**src/verilog/conv_num_pkg.sv**
```systemverilog
// Number formats shared by the expand engine and its testbench
// Input words and weights are signed DATA_WIDTH values
// Lane sums and biased sums are signed ACC_WIDTH values
// Requantization keeps accumulator bits OUT_MSB down to FRAC_SHIFT
package conv_num_pkg;

	// Input word, weight and output word width
	localparam int DATA_WIDTH = 16;

	// Accumulator and biased sum width
	// Sign sits in the top bit
	localparam int ACC_WIDTH = 32;

	////////////////////
	// Requant window
	////////////////////

	// Low bits dropped when going back to 16 bits
	localparam int FRAC_SHIFT = 14;

	// Highest accumulator bit that survives
	// Output word is a zero sign bit over bits OUT_MSB..FRAC_SHIFT
	localparam int OUT_MSB = 28;

endpackage

```
**src/verilog/mac_lane.sv**
```systemverilog
`timescale 1ns/1ps
// Signed multiply-accumulate lane for one output channel
// On mac_en the product of pix and ker is added to acc
// mac_clr together with mac_en loads the product, which starts a new pixel
module mac_lane (
	input  logic clk,
	input  logic rst,
	input  logic mac_en,
	input  logic mac_clr,
	input  logic signed [conv_num_pkg::DATA_WIDTH-1:0] pix,
	input  logic signed [conv_num_pkg::DATA_WIDTH-1:0] ker,
	output logic signed [conv_num_pkg::ACC_WIDTH-1:0] acc
);
	import conv_num_pkg::*;

	logic signed [ACC_WIDTH-1:0] prod;

	// Full precision product, sign extended to accumulator width
	assign prod = pix * ker;

	always_ff @(posedge clk or negedge rst) begin
		if (!rst) begin
			acc <= '0;
		end else if (mac_en) begin
			if (mac_clr) begin
				// First tap of a pixel
				acc <= prod;
			end else begin
				acc <= acc + prod;
			end
		end
	end

	// Sequencer only clears on an accumulate cycle
	assert property (@(posedge clk) disable iff (!rst) mac_clr |-> mac_en)
		else $error("mac_lane: clear without accumulate enable");

endmodule

```
**config.mk**
```make
export PLATFORM = sky130hd
export DESIGN_NAME = mac_lane
export DESIGN_NICKNAME = d
export VERILOG_FILES = /design/src/verilog/conv_num_pkg.sv /design/src/verilog/mac_lane.sv
export SDC_FILE = /design/constraint.sdc
export NUM_CORES = 1
export LEC_CHECK = 0
export BUFFER_PORTS_ARGS = -buffer_cell sky130_fd_sc_hd__clkbuf_2
export CAP_MARGIN = 20
export CORE_MARGIN = 1.5
export CORE_UTILIZATION = 59
export CTS_CLUSTER_SIZE = 40
export DETAILED_ROUTE_END_ITERATION = 6
export GPL_ROUTABILITY_DRIVEN = 0
export PLACE_DENSITY_LB_ADDON = 0.05
export SLEW_MARGIN = 25
export SYNTH_ARGS = -nofsm -noshare
export SYNTH_HDL_FRONTEND = slang
export SYNTH_SLANG_ARGS = --single-unit
```
**constraint.sdc**
```tcl
create_clock -name clk -period 3.3 [get_ports clk]
set_input_delay 0.495 -clock clk [delete_from_list [all_inputs] [get_ports clk]]
set_output_delay 0.495 -clock clk [all_outputs]
set_load 0.03 [all_outputs]
```
==> results_dict.tcl <==
set metrics [dict create \
    status "finished with violations" \
    violations "setup timing" \
    async_flop_share_pct 100.0 \
    cts.clk_slew.worst_paths_ns 0.06 \
    hold_buffers 0 \
    wl_per_cell_um 17.65 \
    via_per_inst 5.512 \
    cts_sinks 32 \
    num_vias 11310 \
    io_pins 68 \
    drtAntennaViolNets 0 \
    clk_latency_ns 0.29 \
    antenna_found_initial 0 \
    syn2layout_area_growth_pct 35.12 \
    start_kind "input pin" \
    die_w_um 150.3 \
    synth-edff-count 0 \
    io_buffers 67 \
    setup_tns_ns -87.33 \
    largest_register "acc" \
    dr.first_iter.drc_count 639 \
    worstPathRequired_ns 3.48 \
    multiInputGateArea_um2 11930 \
    grt_max_degree 46 \
    cpMostUsedCell "inv_2" \
    ys.flop_type "dfrtp_1" \
    post-route-period-util_pct 229.2 \
    start_util_pct 60.53 \
    relSlewSlack_pct 38.37 \
    slowest_stage "fa_2" \
    yosys.area.top_type "fa_1" \
    yosysWarnings 0 \
    avgSynthCellArea_um2 8.843 \
    worstHoldPathType "in2async" \
    syn-instance-count 1448 \
    cts_buffer_depth 2 \
    htree_levels 2 \
    dpl.hpwl_um 27170 \
    cap_violations 0 \
    hold_violations 0 \
    cp.arrival_ns 7.74 \
    crit_fanout 4 \
    reg.largest.list "acc: 32 flops" \
    max_stage_delay_ns 0.63 \
    ys_ff_latch 32 \
    grt_usage_pct 32.05 \
    nets 2191 \
    die_area_um2 22600 \
    critPathCaptureType "register" \
    syn_area_um2 12800 \
    fin_crit_ns 7.563 \
    fp-row-count 53 \
    overflow 0 \
    drive_gt1_share_pct 32.47 \
    ys_seq_area_share_pct 6.254 \
    cts-root-buf "clkbuf_16" \
    rrSetupSlack_ns -0.01 \
    regArea_um2 800.8 \
    synth_top_area_share_pct 41.12 \
    drc 0 \
    synth_cell_types 61 \
    grt_setup_unrepaired "yes" \
    routed_wl_um 36220 \
    first_pass_iters 7 \
    worst_hold_slack_ns 0.3236 \
    syn-num-nets 1862 \
    cp.buffers_inverters 6 \
    post-route-util_pct 81.79 \
    core_area_um2 21150 \
    fillers 1323 \
    synth.top_cells.by_area "fa_1 (41%), ha_1 (11%), inv_1 (8.9%)" \
    worst_pin_slew_ns 0.9245 \
    cts_tree "yes" \
    path_class "in2reg" \
    die_h_um 150.3 \
    setup_viol 28 \
    largest_reg_flops 32 \
    diodes 0 \
    cts_buffers 5 \
    clock_skew_ns 0.008796 \
    slew_viol_final 0 \
    cp_top_family "adder cells" \
    finalWorstSetupSlack_ns -4.263 \
    grt_pass1_vias 11950 \
    grt_pass1_wl_um 56920 \
    timing.fmax_mhz 132.2 \
]
[worst register-to-register path: cells and delay by family (launching register included)]
kind            cells  cell delay [ns]
compound gates      7             1.53
mux                 1             0.32
flops               1             0.41
simple gates        2             0.25
fa+ha+maj           2             0.69
[final timing paths]
| check | cells after the start | to | from |
|---|---|---|---|
| max in group asynchronous | 1 | acc[17] | rst |
| hold reg to reg | 1 | acc[31] | acc[31] |
| min in group clk | 1 | acc[31] | acc[31] |
| setup / recovery | 34 | acc[30] | pix[6] |
| setup reg to reg | 12 | acc[30] | acc[0] |
| hold / removal | 1 | acc[29] | rst |
[cells in the mapped netlist (2+ instances only)]
library cell  number
a211oi_1           4
o31ai_1            2
nand2_1          150
nand4_1            4
nor3_1            11
a21boi_0           3
nand3b_1           2
o21bai_1           5
a31oi_1            4
clkbuf_1          41
inv_1            302
dfrtp_1           32
a21oi_1           91
o21ai_1            4
a21o_1            30
o21ai_0           24
or2_2              3
o211ai_1           6
nor2_1            66
nand3_1            9
and3_1             6
xnor2_1           44
and2_1           128
a221o_1            4
xor2_1            17
nor2b_1            8
a41oi_1            2
o21a_1             9
buf_1              3
nand2b_1          14
nor4_1             3
ha_1             115
o31a_1             2
fa_1             263
mux2i_1           11
[final cells by class]
type | count | area share [%]
flip-flops and latches | 32 | 4.628
well taps | 275 | 1.989
inverters | 303 | 6.574
clock buffers | 7 | 0.8823
multi-input cells | 1068 | 68.93
repair buffers | 367 | 16.99
[logic make-up after synthesis]
family                     Yosys count  share of synthesized area [%]
xor gates and xnor gates            61                          4.172
DFF                                 32                          6.254
buffers and inverters              348                          10.21
and+or+nand+nor                    410                          15.73
AOI/OAI and AO/OA                  206                          10.24
adders and majority gates          378                          52.35
muxes                               13                          1.036
[through the flow]
step           setup slack [ns]  instances  instance area, um2
5_1_grt                  -4.574       2052               17300
3_5_place_dp             -4.537       2001               15600
3_3_place_gp             -4.368       2001               15600
2_1_floorplan            -4.055       1448               13380
6_report                 -4.263       2052               17300
4_1_cts                  -4.061       2033               16800
[repair_timing]
action | in CTS | in global routing
endpoints found under the hold margin | 0 | 0
buffers inserted | 32 | 26
endpoints found under the setup margin | 28 | 28
gates resized for setup | 171 | 80
pin swaps | 115 | 91
[routing by layer]
layer  share of wire (%)  wire length [um]  vias up  global-route usage [%]
met3                 4.7              1708      137                   4.848
met2                  54             19470      350                   58.83
met5                   0                 0        -                       0
met1                  37             13460     5709                   38.35
met4                 4.4              1583        0                   10.29
li1                    -                 -     5114                       -
[layout by cell type (no fill, tap or decap), types with 10 or more instances in the layout]
master,count
ha_4,35
and2_4,19
xnor2_1,29
buf_4,265
a21oi_1,61
nor2_1,57
and2_1,108
inv_2,18
buf_6,36
clkbuf_2,48
fa_2,10
a21o_1,30
fa_1,253
nand2_1,144
inv_1,284
dfrtp_1,32
a21oi_2,24
ha_1,76
xor2_1,10
clkbuf_16,10
clkbuf_8,10
o21ai_0,11
mux2i_1,10
xnor2_2,11
nand2b_1,14
Power is not shown: default switching activity piles up to over one toggle a cycle in this logic, so the estimate is an artifact.
