### src/verilog/conv_num_pkg.sv
// Number formats shared by the expand engine and its testbench
// Input words and weights are signed DATA_WIDTH values
// Lane sums and biased sums are signed ACC_WIDTH values
// Requantization keeps accumulator bits OUT_MSB down to FRAC_SHIFT
package conv_num_pkg;

	// Input word, weight and output word width
	localparam int DATA_WIDTH = 16;

	// Accumulator and biased sum width
	// Sign sits in the top bit
	localparam int ACC_WIDTH = 32;

	////////////////////
	// Requant window
	////////////////////

	// Low bits dropped when going back to 16 bits
	localparam int FRAC_SHIFT = 14;

	// Highest accumulator bit that survives
	// Output word is a zero sign bit over bits OUT_MSB..FRAC_SHIFT
	localparam int OUT_MSB = 28;

endpackage

### src/verilog/expand_cfg_pkg.sv
// Geometry and coefficient rules of the fire4 and fire5 3x3 expand layers
// weight_of and bias_of replace weight ROMs and are called by RTL and testbench
package expand_cfg_pkg;

	// One lane per output channel
	localparam int LANES = 8;
	localparam int CHIN = 4;
	localparam int KERNEL_TAPS = 9;
	localparam int TAPS_PER_PIXEL = KERNEL_TAPS * CHIN;
	localparam int WOUT = 4;
	localparam int PIXELS = WOUT * WOUT;

	// Counter also holds the gap state TAPS_PER_PIXEL
	localparam int TAP_ADDR_WIDTH = $clog2(TAPS_PER_PIXEL + 1);

	typedef enum logic {FIRE4, FIRE5} layer_id_t;

	// Small signed weight in -64..63
	function automatic logic signed [conv_num_pkg::DATA_WIDTH-1:0] weight_of(
		input layer_id_t layer,
		input int unsigned tap,
		input int unsigned lane
	);
		int unsigned mix;
		int w;
		mix = tap * 29 + lane * 53 + ((layer == FIRE5) ? 71 : 17);
		// Different scramble per layer
		if (layer == FIRE5) begin
			mix = (mix * 11 + (mix >> 2)) % 128;
		end else begin
			mix = (mix * 7 + (mix >> 3)) % 128;
		end
		w = int'(mix) - 64;
		return w[conv_num_pkg::DATA_WIDTH-1:0];
	endfunction

	// Bias in accumulator units, roughly -2^18..2^18
	function automatic logic signed [conv_num_pkg::ACC_WIDTH-1:0] bias_of(
		input layer_id_t layer,
		input int unsigned lane
	);
		int unsigned step;
		step = (lane * 5 + ((layer == FIRE5) ? 3 : 1)) % 8;
		return int'(step) * 70000 - 250000;
	endfunction

endpackage

### src/verilog/expand_operand_stage.sv
`timescale 1ns/1ps
// Operand staging for the lane array
// Picks the running layer's input word and its kernel row for the current tap
// Both are registered together, so the lanes see them one cycle after the take
module expand_operand_stage (
	input  logic clk,
	input  logic rst,
	input  expand_cfg_pkg::layer_id_t active_layer,
	input  logic [expand_cfg_pkg::TAP_ADDR_WIDTH-1:0] tap_addr,
	input  logic signed [conv_num_pkg::DATA_WIDTH-1:0] ifm_4,
	input  logic signed [conv_num_pkg::DATA_WIDTH-1:0] ifm_5,
	output logic signed [conv_num_pkg::DATA_WIDTH-1:0] pix_reg,
	output logic signed [conv_num_pkg::DATA_WIDTH-1:0] kernel_row [expand_cfg_pkg::LANES]
);
	import conv_num_pkg::*;
	import expand_cfg_pkg::*;

	logic signed [DATA_WIDTH-1:0] word_sel;
	logic signed [DATA_WIDTH-1:0] row_sel [LANES];

	////////////////////
	// Layer mux
	////////////////////

	always_comb begin
		word_sel = (active_layer == FIRE5) ? ifm_5 : ifm_4;
		// One weight per lane from the active layer's rule
		for (int i = 0; i < LANES; i++) begin
			row_sel[i] = weight_of(active_layer, tap_addr, i);
		end
	end

	////////////////////
	// Operand register
	////////////////////

	always_ff @(posedge clk or negedge rst) begin
		if (!rst) begin
			pix_reg <= '0;
			for (int i = 0; i < LANES; i++) begin
				kernel_row[i] <= '0;
			end
		end else begin
			// Lanes only use it on mac_en cycles
			pix_reg <= word_sel;
			kernel_row <= row_sel;
		end
	end

endmodule

### config.mk
export PLATFORM = sky130hd
export DESIGN_NAME = expand_operand_stage
export DESIGN_NICKNAME = d
export VERILOG_FILES = /design/src/verilog/conv_num_pkg.sv /design/src/verilog/expand_cfg_pkg.sv /design/src/verilog/expand_operand_stage.sv
export SDC_FILE = /design/constraint.sdc
export NUM_CORES = 1
export LEC_CHECK = 0
export ABC_CLOCK_PERIOD_IN_PS = 2140
export BUFFER_PORTS_ARGS = -buffer_cell sky130_fd_sc_hd__buf_2
export CAP_MARGIN = 20
export CORE_UTILIZATION = 50
export CTS_CLUSTER_SIZE = 20
export DETAILED_ROUTE_END_ITERATION = 16
export PLACE_DENSITY_LB_ADDON = 0.08
export SETUP_SLACK_MARGIN = 0.05
export SYNTH_ARGS = -nofsm -noshare
export SYNTH_HDL_FRONTEND = slang
export SYNTH_SLANG_ARGS = --single-unit
### constraint.sdc
create_clock -name clk -period 2.14 [get_ports clk]
set_clock_uncertainty 0.15 [all_clocks]
set_input_delay 0.642 -clock clk [delete_from_list [all_inputs] [get_ports clk]]
set_output_delay 0.642 -clock clk [all_outputs]
set_load 0.03 [all_outputs]
==> results.ini <==
[logic_synthesis]
synth_warnings=0
synth_common_cells=ha_1 (202), inv_1 (151), fa_1 (139)
syn_inst=1212
ys.flop_type=dfrtp_1
ys_ff_latch=72
syn_area_sq_um=12700
synth_top_area_frac=0.218
syn_area_per_cell_sq_um=10.5
syn_nets=1594
synth_seq_area_share=0.141
netlist-cell-type-count=64
synth_area_leaders=fa_1 (22%), ha_1 (20%), dfrtp_1 (14%)
synth-edff-count=0
synth_most_common_cell=ha_1
synthArstFlopShare=1.00
yosysTopAreaCell=fa_1

[placement]
gp_routability_congestion=0.913
dp.final_hpwl_um=28300
placed_cells=2028
portBuffers=184

[floorplanning]
dieWidth_um=162
die_y_um=162
die_area_sq_um=26100
fp-row-count=58
start_util=0.507
pin_count=185
core_sq_um=25100

[route]
route.detailed.drc=1
drt_first_pass_iters=11
vias=11900
antenna_left=0
wl_per_cell_um=21.9
drt-initial-drc-count=640
drt-total-wl_um=47200
viasPerCell=5.52

[clock_tree]
clock-sinks=72
clock_path_buffers=2
cts_hold_buf=0
tritoncts=built
htreeDepth=3
cts_inserted_buffers=9
clk_pin_slew_ns=0.08
root_buffer=clkbuf_16

[min_path]
min_path_type=input port to async pin

[global_route]
grt_pass1_vias=12200
grt_max_degree=48
antenna_found_initial=1
track_usage=0.314
grt_pass1_wl_um=63100
grt-ovfl-total=0

[finish]
layout-drive-gt1-share=0.624
largest_reg_flops=56
fin_nets=2204
area_growth_pct=67.1
final_cells=2157
antennaDiodeCount=0

[sta]
whs_ns=0.0738
rsz0062_at_grt=true
max_freq_mhz=158
tightestPinTransition_ns=0.720
finalHoldViolCount=0
fin_ws_ns=-4.20
slew_headroom=0.520
finalSetupTns_ns=-152.73
period_share=2.96
maxSlewViolCount=0
post-route-min-period_ns=6.34
finalSetupViolCount=56

[critical_path]
critPathBufInv=10
startpoint_type=input port
crit_slowest_cell=fa_2
crit_required_ns=2.27
end_kind=flop
crit_arrival_ns=6.47
worstSetupPathType=input port to flop
max_stage_delay_ns=0.62
cpLargestDelayFamily=adder cells
worst-path-max-fanout=6

[run_status]
violations=DRC, setup timing
status=finished, violations left

[job]
max-cap-violations=0

-- logic make-up (layout without fill, tap and decap cells) --
logic type	Yosys count	after routing	synth area share
AO/OA/AOI/OAI	229	229	0.119
XOR/XNOR	176	176	0.145
adder cells (fa/ha/maj)	341	341	0.417
buffers and inverters	252	867	0.0970
flip-flops	72	72	0.141
multiplexers	47	47	0.0409
AND/OR/NAND/NOR	95	95	0.0408
-- cells in the final DEF, fill, tap and decap left out, drive strengths merged, types with 2 or more instances in the layout --
cell,n
mux2,40
ha,202
o31a,2
clkinvlp,4
o31ai,3
nand3b,2
and4,2
a21oi,56
nor4,4
a211oi,29
o22ai,8
nor2b,3
nor3b,4
nand2b,6
fa,139
xnor3,18
o32ai,2
xor2,39
and4b,2
inv,156
a21o,37
nor2,24
nor3,6
a32o,2
o21ai,54
dfrtp,72
mux2i,7
nand3,3
a221oi,4
o21bai,18
clkbuf,9
a31oi,6
and2,3
and3b,3
xnor2,119
nand2,30
buf,695
o311ai,2
-- routing by layer --
metal | share of wire | global-route usage | vias to the layer above
met4 | 0.061 | 0.121 | 2
met5 | 0.00028 | 0 | -
met2 | 0.51 | 0.563 | 522
li1 | - | - | 5230
met3 | 0.057 | 0.0393 | 232
met1 | 0.37 | 0.383 | 5922
-- repair_timing --
item                                    in CTS  in global routing
cloned                                       1                  0
resized for setup                          309                183
setup buffers                               87                 64
endpoints found under the setup margin      56                 56
pin swaps                                  201                155
-- final timing paths --
| path | start | endpoint | slack [ns] | cells past startpoint |
|---|---|---|---|---|
| setup / recovery | tap_addr[1] | kernel_row[86]$_DFF_PN0_ | -4.20 | 27 |
| max in group asynchronous | rst | kernel_row[99]$_DFF_PN0_ | 1.46 | 2 |
| min in group clk | ifm_4[12] | pix_reg[12]$_DFF_PN0_ | 0.34 | 2 |
| hold / removal | rst | kernel_row[50]$_DFF_PN0_ | 0.07 | 2 |
-- cell type report --
cell class,instances,area (sq um)
clock buffer,9,225
multi-input combinational,888,12600
tap,330,413
inverter,155,642
fill,1185,3830
clock inverter,7,85.1
sequential,72,1800
timing repair buffer,696,5470
-- per-stage QoR --
| stage | instance area [sq um] | util | worst slack (ns) |
|---|---|---|---|
| after floorplan | 13900 | - | -4.06 |
| after global placement | 17600 | 0.700 | -4.14 |
| after detailed placement | 17600 | 0.700 | -4.33 |
| after CTS | 20000 | 0.797 | -3.74 |
| after global routing | 21300 | 0.848 | -4.23 |
| final | 21300 | 0.848 | -4.20 |
Power is not shown: default switching activity piles up to over one toggle a cycle in this logic, so the estimate is an artifact.
