--- src/verilog/conv_num_pkg.sv ---
// Number formats shared by the expand engine and its testbench
// Input words and weights are signed DATA_WIDTH values
// Lane sums and biased sums are signed ACC_WIDTH values
// Requantization keeps accumulator bits OUT_MSB down to FRAC_SHIFT
package conv_num_pkg;

	// Input word, weight and output word width
	localparam int DATA_WIDTH = 16;

	// Accumulator and biased sum width
	// Sign sits in the top bit
	localparam int ACC_WIDTH = 32;

	////////////////////
	// Requant window
	////////////////////

	// Low bits dropped when going back to 16 bits
	localparam int FRAC_SHIFT = 14;

	// Highest accumulator bit that survives
	// Output word is a zero sign bit over bits OUT_MSB..FRAC_SHIFT
	localparam int OUT_MSB = 28;

endpackage

--- src/verilog/expand_cfg_pkg.sv ---
// Geometry and coefficient rules of the fire4 and fire5 3x3 expand layers
// weight_of and bias_of replace weight ROMs and are called by RTL and testbench
package expand_cfg_pkg;

	// One lane per output channel
	localparam int LANES = 8;
	localparam int CHIN = 4;
	localparam int KERNEL_TAPS = 9;
	localparam int TAPS_PER_PIXEL = KERNEL_TAPS * CHIN;
	localparam int WOUT = 4;
	localparam int PIXELS = WOUT * WOUT;

	// Counter also holds the gap state TAPS_PER_PIXEL
	localparam int TAP_ADDR_WIDTH = $clog2(TAPS_PER_PIXEL + 1);

	typedef enum logic {FIRE4, FIRE5} layer_id_t;

	// Small signed weight in -64..63
	function automatic logic signed [conv_num_pkg::DATA_WIDTH-1:0] weight_of(
		input layer_id_t layer,
		input int unsigned tap,
		input int unsigned lane
	);
		int unsigned mix;
		int w;
		mix = tap * 29 + lane * 53 + ((layer == FIRE5) ? 71 : 17);
		// Different scramble per layer
		if (layer == FIRE5) begin
			mix = (mix * 11 + (mix >> 2)) % 128;
		end else begin
			mix = (mix * 7 + (mix >> 3)) % 128;
		end
		w = int'(mix) - 64;
		return w[conv_num_pkg::DATA_WIDTH-1:0];
	endfunction

	// Bias in accumulator units, roughly -2^18..2^18
	function automatic logic signed [conv_num_pkg::ACC_WIDTH-1:0] bias_of(
		input layer_id_t layer,
		input int unsigned lane
	);
		int unsigned step;
		step = (lane * 5 + ((layer == FIRE5) ? 3 : 1)) % 8;
		return int'(step) * 70000 - 250000;
	endfunction

endpackage

--- src/verilog/expand_sequencer.sv ---
`timescale 1ns/1ps
// Control for the shared expand lanes
// Runs 36 takes and one gap per pixel for whichever layer is enabled
// Delays the lane strobes past the operand register and counts pixels per layer
// finish_x rises after the last result and drops after the result memory acknowledges
module expand_sequencer (
	input  logic clk,
	input  logic rst,
	input  logic en_fire4,
	input  logic en_fire5,
	input  logic ram_feedback_4,
	input  logic ram_feedback_5,
	output logic ifm_take,
	output logic [expand_cfg_pkg::TAP_ADDR_WIDTH-1:0] tap_addr,
	output logic mac_en,
	output logic mac_clr,
	output logic pix_done,
	output expand_cfg_pkg::layer_id_t active_layer,
	output logic finish_4,
	output logic finish_5
);
	import expand_cfg_pkg::*;

	logic en4_q;
	logic en5_q;
	logic [TAP_ADDR_WIDTH-1:0] tap_cnt;
	logic [$clog2(PIXELS + 1)-1:0] pix_cnt_4;
	logic [$clog2(PIXELS + 1)-1:0] pix_cnt_5;
	logic run_4;
	logic run_5;
	logic layer_run;
	logic last_tap;
	logic mac_last;
	logic done_q;
	logic end_4;
	logic end_5;
	logic fb_4;
	logic fb_5;

	// Registered enables, first take one cycle after enable
	always_ff @(posedge clk or negedge rst) begin
		if (!rst) begin
			en4_q <= 1'b0;
			en5_q <= 1'b0;
		end else begin
			en4_q <= en_fire4;
			en5_q <= en_fire5;
		end
	end

	assign active_layer = en5_q ? FIRE5 : FIRE4;

	// A layer runs until all its pixels were taken
	assign run_4 = en4_q && (pix_cnt_4 != PIXELS);
	assign run_5 = en5_q && (pix_cnt_5 != PIXELS);
	assign layer_run = run_4 || run_5;

	assign ifm_take = layer_run && (tap_cnt != TAPS_PER_PIXEL);
	assign tap_addr = tap_cnt;
	assign last_tap = ifm_take && (tap_cnt == TAPS_PER_PIXEL - 1);

	////////////////////
	// Tap and pixel counters
	////////////////////

	always_ff @(posedge clk or negedge rst) begin
		if (!rst) begin
			tap_cnt <= '0;
		end else if (!layer_run || tap_cnt == TAPS_PER_PIXEL) begin
			// Gap state or idle
			tap_cnt <= '0;
		end else begin
			tap_cnt <= tap_cnt + 1'b1;
		end
	end

	always_ff @(posedge clk or negedge rst) begin
		if (!rst) begin
			pix_cnt_4 <= '0;
			pix_cnt_5 <= '0;
		end else if (last_tap) begin
			if (run_5) begin
				pix_cnt_5 <= pix_cnt_5 + 1'b1;
			end else begin
				pix_cnt_4 <= pix_cnt_4 + 1'b1;
			end
		end
	end

	////////////////////
	// Lane strobes
	////////////////////

	// mac_* line up with the operand register, pix_done with the final sum
	always_ff @(posedge clk or negedge rst) begin
		if (!rst) begin
			mac_en <= 1'b0;
			mac_clr <= 1'b0;
			mac_last <= 1'b0;
			pix_done <= 1'b0;
			done_q <= 1'b0;
		end else begin
			mac_en <= ifm_take;
			mac_clr <= ifm_take && (tap_cnt == '0);
			mac_last <= last_tap;
			pix_done <= mac_last;
			done_q <= pix_done;
		end
	end

	////////////////////
	// Layer end and finish
	////////////////////

	// End is set the cycle after the last result is registered
	always_ff @(posedge clk or negedge rst) begin
		if (!rst) begin
			end_4 <= 1'b0;
			end_5 <= 1'b0;
			fb_4 <= 1'b0;
			fb_5 <= 1'b0;
		end else begin
			end_4 <= end_4 || (done_q && pix_cnt_4 == PIXELS);
			end_5 <= end_5 || (done_q && pix_cnt_5 == PIXELS);
			// Acknowledge only counts once the layer is finished
			fb_4 <= fb_4 || (ram_feedback_4 && end_4);
			fb_5 <= fb_5 || (ram_feedback_5 && end_5);
		end
	end

	assign finish_4 = end_4 && !fb_4;
	assign finish_5 = end_5 && !fb_5;

	assert property (@(posedge clk) disable iff (!rst) !(en_fire4 && en_fire5))
		else $error("expand_sequencer: both layer enables high");

	assert property (@(posedge clk) disable iff (!rst)
		ifm_take |-> !((active_layer == FIRE5) ? end_5 : end_4))
		else $error("expand_sequencer: take after layer end");

	// Finish follows the last pixel's pix_done by two cycles
	assert property (@(posedge clk) disable iff (!rst)
		$rose(finish_4) |-> $past(pix_done, 2) && pix_cnt_4 == PIXELS)
		else $error("expand_sequencer: finish_4 without layer end");

	assert property (@(posedge clk) disable iff (!rst)
		$rose(finish_5) |-> $past(pix_done, 2) && pix_cnt_5 == PIXELS)
		else $error("expand_sequencer: finish_5 without layer end");

endmodule

--- config.mk ---
export PLATFORM = sky130hd
export DESIGN_NAME = expand_sequencer
export DESIGN_NICKNAME = d
export VERILOG_FILES = /design/src/verilog/conv_num_pkg.sv /design/src/verilog/expand_cfg_pkg.sv /design/src/verilog/expand_sequencer.sv
export SDC_FILE = /design/constraint.sdc
export NUM_CORES = 1
export LEC_CHECK = 0
export ABC_AREA = 1
export BUFFER_PORTS_ARGS = -buffer_cell sky130_fd_sc_hd__buf_4
export CORE_MARGIN = 1.5
export CORE_UTILIZATION = 60
export DETAILED_ROUTE_END_ITERATION = 10
export GPL_TIMING_DRIVEN = 0
export HOLD_SLACK_MARGIN = 0.15
export PLACE_DENSITY = 0.9
export SLEW_MARGIN = 5
export SYNTH_ARGS = -nofsm -noshare
export SYNTH_HDL_FRONTEND = slang
export SYNTH_SLANG_ARGS = --single-unit
--- constraint.sdc ---
create_clock -name clk -period 3 [get_ports clk]
set_input_delay 0.3 -clock clk [delete_from_list [all_inputs] [get_ports clk]]
set_output_delay 0.3 -clock clk [all_outputs]
set_load 0.01 [all_outputs]
==> reports/qor.yml, run 1 <==
clock-sinks: 27
rows: 17
worstSetupPathType: "reg2out"
drt_first_iter_violations: 14
syn_area_um2: 1360
crit_buf_inv: 4
path_delay_family: "simple AND/OR/NAND/NOR gates"
die_w_um: 50.7
syn_area_per_cell_um2: 10.2
final_nets: 172
worst_setup_path_start_kind: "flip-flop"
grtUsageMet3_pct: 2.68
root_buffer: "clkbuf_4"
grt_pass1_wl_um: 3840
syn_inst: 134
path_cells: "inv_1 > ha_1 > nand2_1 > inv_1 > nand2_1 > nand2_2 > nand2_4 > nand2_2 > inv_1 > buf_4"
crit_fanout: 8
syn_to_final_growth_pct: 16.6
grt_antenna_before_repair: 0
cp_slowest_cell: "dfrtp_1"
skew_ns: 0.00434
hold_buffers: 3
final_common_cell: "dfrtp_1"
period_share_pct: 69.9
grt_max_degree: 28
fin_setup_tns_ns: 0
worst_pin_slew_ns: 0.373
drv_cap: 0
worstPathArrival_ns: 1.80
cpMostUsedCell: "inv_1"
grt_pass1_vias: 929
synth_top_cell_by_area: "dfrtp_1"
cts_tree: "yes"
layout_common_cells: "dfrtp_1, nand2_1, inv_1"
route.detailed.drc: 0
clk_latency_ns: 0.32
start_util_pct: 62.8
diodes: 0
p_per_area_nw_per_um2: 461
grt_overflow: 0
place_congestion: 0.725
clkTransAtPathRegs_ns: 0.13
viasPerCell: 5.09
synthMuxAreaShare_pct: 0
hold_path.class: "in2reg"
synth_nets: 146
finalMaxSlewViolations: 0
hold_viol: 0
gr-max-usage-layer: "met2"
setup_viol: 0
ios: 19
synth_top_area_share_pct: 49.6
grt_use_met1_pct: 24.6
io_buffer_count: 18
clk_path_buf_depth: 2
cts_buffers: 3
place_inst: 180
cts_max_level: 1
die_area_um2: 2570
post_cts_buffers: 0
crit_required_ns: 2.70
grtUsageMet2_pct: 35.5
synthAdderAreaFrac_pct: 5.51
firstDrtPassIters: 4
die_h_um: 50.7
yosysSeqAreaShare_pct: 49.6
synth-xor-area-share_pct: 5.69
synth_top_family_by_area: "simple AND/OR/NAND/NOR gates"
dp_hpwl_um: 1710
cts_resized: 0
cpPeakStageDelay_ns: 0.43
fin_crit_ns: 2.10
slew-limit-headroom_pct: 74.9
wl_um: 2270
synth_area_leaders: "dfrtp_1, nand2_1, ha_1, inv_1, nand3_4"
status: "finished clean"
whs_ns: 0.172
p_leak_nw: 0.801
ys_warn_count: 0
synth_cell_type_count: 27
worstSetupEndpointType: "output port"
max_freq_ghz: 0.477
wl_per_cell_um: 12.1
final_core_util_pct: 73.2
rsz0062_at_grt: "false"
track_usage_pct: 20.3
via_count: 951
synthSimpleGateAreaFrac_pct: 28.4
drive_above_1_share_pct: 27.7
ys_ff_latch: 27
synth-compound-area-share_pct: 4.50
stdcell_count: 187
ant_nets: 0
vdd_drop_max_mv: 0.525
core_area_um2: 2170
per-stage QoR:
step                      setup WS, ns  power (mW)  area, um^2
after detailed placement          1.26       0.590        1530
after global placement            1.30       0.581        1530
final                            0.902       0.733        1590
after CTS                        0.878       0.741        1590
after floorplan                   1.51       0.520        1360
after global routing             0.748       0.771        1590
logic make-up after synthesis:
group	Yosys count
compound gates	10
buf+inv	23
simple gates	60
fa+ha+maj	6
xor+xnor	8
flops	27
flip-flops by register name (all words and copies together) (netlist names):
| name | flops |
|---|---|
| en5_q | 1 |
| en4_q | 1 |
| end_5 | 1 |
| done_q | 1 |
| mac_en | 1 |
| pix_cnt_5 | 5 |
| mac_last | 1 |
| mac_clr | 1 |
| end_4 | 1 |
| pix_cnt_4 | 5 |
| tap_addr | 6 |
| pix_done | 1 |
| fb_4 | 1 |
| fb_5 | 1 |
synth_stat cells:
library cell,count
xnor2_1,5
o21ai_0,2
xor2_2,1
inv_1,20
nor2_8,1
nand4_4,1
nand3_1,6
inv_2,3
nor4_1,1
nand2_1,25
nor2_4,2
a21boi_2,1
o21ai_1,4
nor3_1,1
nand4_2,1
nand2_4,2
a21o_1,2
nand2_2,4
xor2_1,2
dfrtp_1,27
a21oi_1,1
ha_1,6
nor2_1,9
nor3_2,1
nor2_2,1
nor3b_2,2
nand3_4,3
metal layers:
layer | share of wire [%] | wire [um]
met3 | 3.3 | 74
met4 | 1.9 | 42
met2 | 52 | 1180
met5 | 0 | 0
met1 | 43 | 966
worst paths after layout:
path	from	to	cells past startpoint	slack (ns)
max in group asynchronous	rst	pix_cnt_5[1]	2	2.34
min in group asynchronous	rst	pix_cnt_4[2]	2	0.41
worst max-delay path	pix_cnt_4[0]	ifm_take	10	0.90
worst min-delay path	ram_feedback_4	fb_4	2	0.17
worst max register to register	pix_cnt_5[0]	pix_cnt_5[2]	10	1.51
worst min register to register	mac_last	pix_done	0	0.38
final cells by class:
| cell class | instances | area (um^2) |
|---|---|---|
| Timing Repair Buffer | 21 | 165 |
| Clock buffer | 4 | 26.3 |
| Multi-Input combinational cell | 84 | 601 |
| Sequential cell | 27 | 676 |
| Inverter | 23 | 86.3 |
| Tap cell | 28 | 35.0 |
| Fill cell | 167 | 581 |
report_power, final:
part           switching, mW  internal (mW)
sequential            0.0254          0.389
clock                 0.0980         0.0520
combinational         0.0944         0.0738
Note: power is estimated with default switching activity, not from simulation.
==> run 2, diff against run 1 <==
--- a/config.mk
+++ b/config.mk
@@ -8,11 +8,11 @@
 export ABC_AREA = 1
 export BUFFER_PORTS_ARGS = -buffer_cell sky130_fd_sc_hd__buf_4
 export CORE_MARGIN = 1.5
-export CORE_UTILIZATION = 60
+export CORE_UTILIZATION = 55
 export DETAILED_ROUTE_END_ITERATION = 10
 export GPL_TIMING_DRIVEN = 0
 export HOLD_SLACK_MARGIN = 0.15
-export PLACE_DENSITY = 0.9
+export PLACE_DENSITY = 0.84
 export SLEW_MARGIN = 5
 export SYNTH_ARGS = -nofsm -noshare
 export SYNTH_HDL_FRONTEND = slang
==> constraint.sdc (replaced) <==
create_clock -name clk -period 2 [get_ports clk]
set_input_delay 0.2 -clock clk [delete_from_list [all_inputs] [get_ports clk]]
set_output_delay 0.2 -clock clk [all_outputs]
set_load 0.01 [all_outputs]
==> run 2 against run 1 <==
Net effect:
- clock power up 48%
- sequential power up 50%
- clock skew down 0.0020 ns
- routed wire length down 2.9%
- critical endpoint unchanged
- clock-buffer cell count unchanged
- total power up 51%
- design area up 3.5%
- utilization down 0.95 points
- setup slack worse by 0.75 ns
- via count up 0.11%
==> reports/qor.yml, run 2 (synthesis results as in run 1) <==
status: "finished clean"
fillCellCount: 180
clkTransAtPathRegs_ns: 0.13
p_per_area_nw_per_um2: 672
clk_path_buf_depth: 2
power_mw: 1.11
wl_per_cell_um: 11.5
worst_slack_ns: 0.157
firstDrtPassIters: 3
clock-sinks: 27
period_share_pct: 92.2
worst_pin_slew_ns: 0.327
route.detailed.drc: 0
worst_setup_path_start_kind: "flip-flop"
setup_viol: 0
hold_path.class: "in2async"
p_leak_nw: 0.829
drv_cap: 0
slew-limit-headroom_pct: 78.2
multi_input_area_um2: 614
track_usage_pct: 19.0
hold_viol: 0
viasPerCell: 4.96
route.met2.wl_um: 1190
wl_met3_um: 63
start_util_pct: 59.9
grt_max_degree: 28
place_congestion: 0.689
grt_pass1_wl_um: 3910
ios: 19
grt_antenna_before_repair: 0
final_nets: 177
die_w_um: 52.8
cp_slowest_cell: "dfrtp_1"
worstSetupEndpointType: "output port"
cts_buffers: 3
syn_to_final_growth_pct: 20.8
rrSetupSlack_ns: 0.51
cts_tree: "yes"
crit_fanout: 8
worstPathArrival_ns: 1.64
dp_hpwl_um: 1690
path_cells: "inv_1 > ha_1 > nand2_1 > inv_1 > nand3_4 > nand2_8 > inv_1 > buf_4"
whs_ns: 0.313
ant_nets: 0
vdd_drop_max_mv: 0.588
fin_setup_tns_ns: 0
stdcell_area_um2: 1650
finalMaxSlewViolations: 0
regArea_um2: 676
diodes: 0
fin_crit_ns: 1.84
cpMostUsedCell: "inv_1"
drt_first_iter_violations: 3
clk_latency_ns: 0.31
die_area_um2: 2790
grt_overflow: 0
met1Wirelength_um: 933
final_common_cell: "dfrtp_1"
io_buffer_count: 18
drive_above_1_share_pct: 29.3
layout_common_cells: "dfrtp_1, nand2_1, buf_4"
wl_um: 2200
skew_ns: 0.00235
core_area_um2: 2280
largest_reg_flops: 6
pre_cts_slack_ns: 0.360
max_freq_ghz: 0.543
via_count: 952
cts_max_level: 1
crit_required_ns: 1.80
die_h_um: 52.8
placed_area_um2: 1530
cpPeakStageDelay_ns: 0.45
routed.top_layer: "met4"
rows: 17
root_buffer: "clkbuf_4"
grt_pass1_vias: 967
worstSetupPathType: "reg2out"
run 2: per-stage QoR:
stage | cells | util, %
2_1_floorplan | 134 | -
3_3_place_gp | 180 | 67.3
3_5_place_dp | 180 | 67.3
4_1_cts | 189 | 70.9
5_1_grt | 192 | 72.3
6_report | 192 | 72.3
run 2: layer usage:
metal	global-route usage (%)	vias to the layer above
li1	-	477
met1	22.3	459
met2	34.8	14
met3	2.57	2
met4	6.84	0
met5	0	-
run 2: final timing paths:
kind	from	endpoint	cells past startpoint
worst min-delay path	rst	pix_cnt_4[2]	2
worst max register to register	tap_addr[0]	pix_cnt_4[0]	7
min in group clk	mac_last	pix_done	0
worst max-delay path	tap_addr[0]	ifm_take	8
worst min register to register	mac_last	pix_done	0
max in group asynchronous	rst	pix_cnt_5[0]	2
run 2: cell type report:
type / instances / area share, %
repair buffers: 26 / 12.6
inverters: 23 / 5.25
well taps: 28 / 2.13
flip-flops and latches: 27 / 41.1
clock buffers: 4 / 1.60
multi-input cells: 84 / 37.3
run 2: critical path: cells and delay by family, from the launching register on:
family	cells	cell delay, ns
DFF	1	0.45
buffers and inverters	4	0.37
and+or+nand+nor	3	0.35
adders and majority gates	1	0.16
run 2: power breakdown:
part           total [mW]  internal (mW)  switching [mW]
Combinational       0.262          0.114           0.147
Clock               0.222         0.0778           0.144
Sequential          0.622          0.584          0.0389
run 2: what timing repair did:
action	CTS	global route
hold endpoints to repair	31	0
gates resized for setup	1	2
endpoints found under the setup margin	1	1
pin swaps	0	0
buffers inserted	0	3
hold buffers	5	0
==> run 3, diff against run 2 <==
--- a/config.mk
+++ b/config.mk
@@ -5,10 +5,10 @@
 export SDC_FILE = /design/constraint.sdc
 export NUM_CORES = 1
 export LEC_CHECK = 0
-export ABC_AREA = 1
+export ABC_CLOCK_PERIOD_IN_PS = 2000
 export BUFFER_PORTS_ARGS = -buffer_cell sky130_fd_sc_hd__buf_4
 export CORE_MARGIN = 1.5
-export CORE_UTILIZATION = 55
+export CORE_UTILIZATION = 54
 export DETAILED_ROUTE_END_ITERATION = 10
 export GPL_TIMING_DRIVEN = 0
 export HOLD_SLACK_MARGIN = 0.15
==> run 3 against run 2 <==
Net effect:
- fmax shrank 3.9%
- clock-buffer cell count shrank 1
- critical path depth shrank 1
- critical path type unchanged
==> reports/qor.yml, run 3 <==
status: "finished clean"
grt_overflow: 0
syn_inst: 99
ios: 19
worst_setup_path_start_kind: "flip-flop"
grt_antenna_before_repair: 0
cts_max_level: 1
synthFlopType: "dfrtp_1"
fillCellCount: 137
fin_setup_tns_ns: 0
cts_tree: "yes"
wl_per_cell_um: 12.7
drive_above_1_share_pct: 30.9
drv_cap: 0
crit_fanout: 4
diodes: 0
io_buffer_count: 18
grtUsageMet3_pct: 2.73
ys_warn_count: 0
root_buffer: "clkbuf_4"
finalMaxSlewViolations: 0
skew_ns: 0.0105
crit_buf_inv: 3
crit_required_ns: 1.80
fin_crit_ns: 1.92
ys_ff_latch: 27
ant_nets: 0
path_delay_family: "flip-flops"
whs_ns: 0.294
worstPathArrival_ns: 1.72
rsz0062_at_grt: "false"
grt_max_degree: 28
layout_common_cells: "buf_4, dfrtp_1, nor2_1"
worstSetupPathType: "reg2out"
cpPeakStageDelay_ns: 0.41
die_w_um: 49.7
slew-limit-headroom_pct: 70.9
via_count: 839
worst_slack_ns: 0.0830
cts_buffers: 3
route.detailed.drc: 0
firstDrtPassIters: 4
clkTransAtPathRegs_ns: 0.15
rows: 16
cp_slowest_cell: "dfrtp_1"
largest_reg_flops: 6
worst_pin_slew_ns: 0.433
worstSetupEndpointType: "output port"
rrSetupSlack_ns: 0.22
track_usage_pct: 19.0
p_per_area_nw_per_um2: 720
reg2reg_depth: 9
vdd_drop_max_mv: 0.603
grtUsageMet2_pct: 35.1
final_common_cell: "buf_4"
hold_viol: 0
async_flop_share_pct: 100
path_cells: "inv_1 > ha_2 > and4bb_2 > a2bb2oi_4 > a31o_4 > inv_2 > buf_4"
place_congestion: 0.754
max_freq_ghz: 0.522
synth_edf_count: 0
yosysMostFrequentCell: "dfrtp_1"
grt_use_met1_pct: 22.2
synth_top_area_share_pct: 57.3
die_h_um: 49.7
viasPerCell: 5.15
grt_pass1_wl_um: 3550
die_area_um2: 2470
gr-max-usage-layer: "met2"
placed_area_um2: 1350
p_leak_nw: 0.805
core_area_um2: 2000
grt_pass1_vias: 824
yosysSeqAreaShare_pct: 57.3
clock-sinks: 27
stdcell_area_um2: 1550
dp_hpwl_um: 1390
crit-reg2reg-launch: "pix_cnt_5[0]"
synthTopCellsByCount: "dfrtp_1, inv_1, nor2_1, nand3_1, xnor2_1"
clk_path_buf_depth: 2
synth_nets: 111
setup_viol: 0
syn_area_per_cell_um2: 11.9
pre_cts_slack_ns: 0.116
drt_first_iter_violations: 12
clk_latency_ns: 0.32
synth_top_cell_by_area: "dfrtp_1"
wl_um: 2080
period_share_pct: 95.9
synth_cell_type_count: 26
power_mw: 1.12
hold_path.class: "in2async"
start_util_pct: 58.9
final_nets: 149
syn_to_final_growth_pct: 31.5
synth_area_leaders: "dfrtp_1, ha_1, xnor2_1, xor2_1, inv_1"
r2r_end: "tap_addr[5]"
syn_area_um2: 1180
==> run 3: area by class of cell <==
cell class	instances	area (um^2)	area share [%]
sequential	27	676	43.6
multi-input combinational	61	504	32.5
timing repair buffer	33	260	16.8
inverter	10	37.5	2.42
tap	27	33.8	2.18
clock buffer	3	22.5	1.45
buffer	1	11.3	0.726
clock inverter	1	5.00	0.323
==> run 3: how the worst max path moves through the flow <==
stage / start / depth (start not counted) / slack (ns) / end
after global placement: pix_cnt_5[0] / 7 / 0.19 / ifm_take
after detailed placement: pix_cnt_5[0] / 7 / 0.12 / ifm_take
after floorplan: tap_addr[0] / 5 / 0.39 / pix_cnt_4[3]
final: pix_cnt_5[0] / 7 / 0.08 / ifm_take
after CTS: pix_cnt_4[0] / 7 / 0.008 / ifm_take
after global routing: pix_cnt_5[0] / 7 / 0.004 / ifm_take
==> run 3: layer usage <==
metal / wire, um / vias up
met5: 0 / -
met1: 890 / 421
met2: 1100 / 14
met3: 53 / 4
li1: - / 400
met4: 32 / 0
==> run 3: report_power, final <==
group | switching (mW) | internal (mW) | leakage (nW)
Sequential | 0.0445 | 0.586 | 0.363
Clock | 0.155 | 0.0749 | 0.0177
Combinational | 0.121 | 0.134 | 0.424
==> run 3: metrics by stage <==
| step | cells | util [%] |
|---|---|---|
| after global placement | 144 | 67.3 |
| after CTS | 156 | 74.4 |
| final | 163 | 77.4 |
| after floorplan | 99 | - |
| after global routing | 163 | 77.4 |
| after detailed placement | 144 | 67.3 |
==> run 3: worst reg2reg max path, stage by stage, from the launching register on <==
cell and delay, ns:
dfrtp_1 0.38, inv_1 0.05, ha_2 0.17, and4bb_2 0.26, a2bb2oi_4 0.16, a31o_4 0.23, buf_4 0.13, buf_4 0.13
buf_4 0.13, nor2_1 0.09
==> run 3: repair_timing <==
item	CTS	global route
pin swaps	0	1
hold buffers	5	0
setup endpoints to repair	1	1
hold endpoints to repair	31	0
cloned	0	0
setup buffers	3	7
gates resized for setup	4	3
==> run 3: logic make-up (layout without fill, tap and decap cells) <==
kind of cell,after synthesis,count (layout),share of synthesized area (%)
and+or+nand+nor,33,33,15.8
adders and majority gates,6,6,6.37
buffers and inverters,11,48,4.14
AOI/OAI and AO/OA,8,8,5.52
DFF,27,27,57.3
xor gates and xnor gates,12,12,8.92
muxes,2,2,1.91
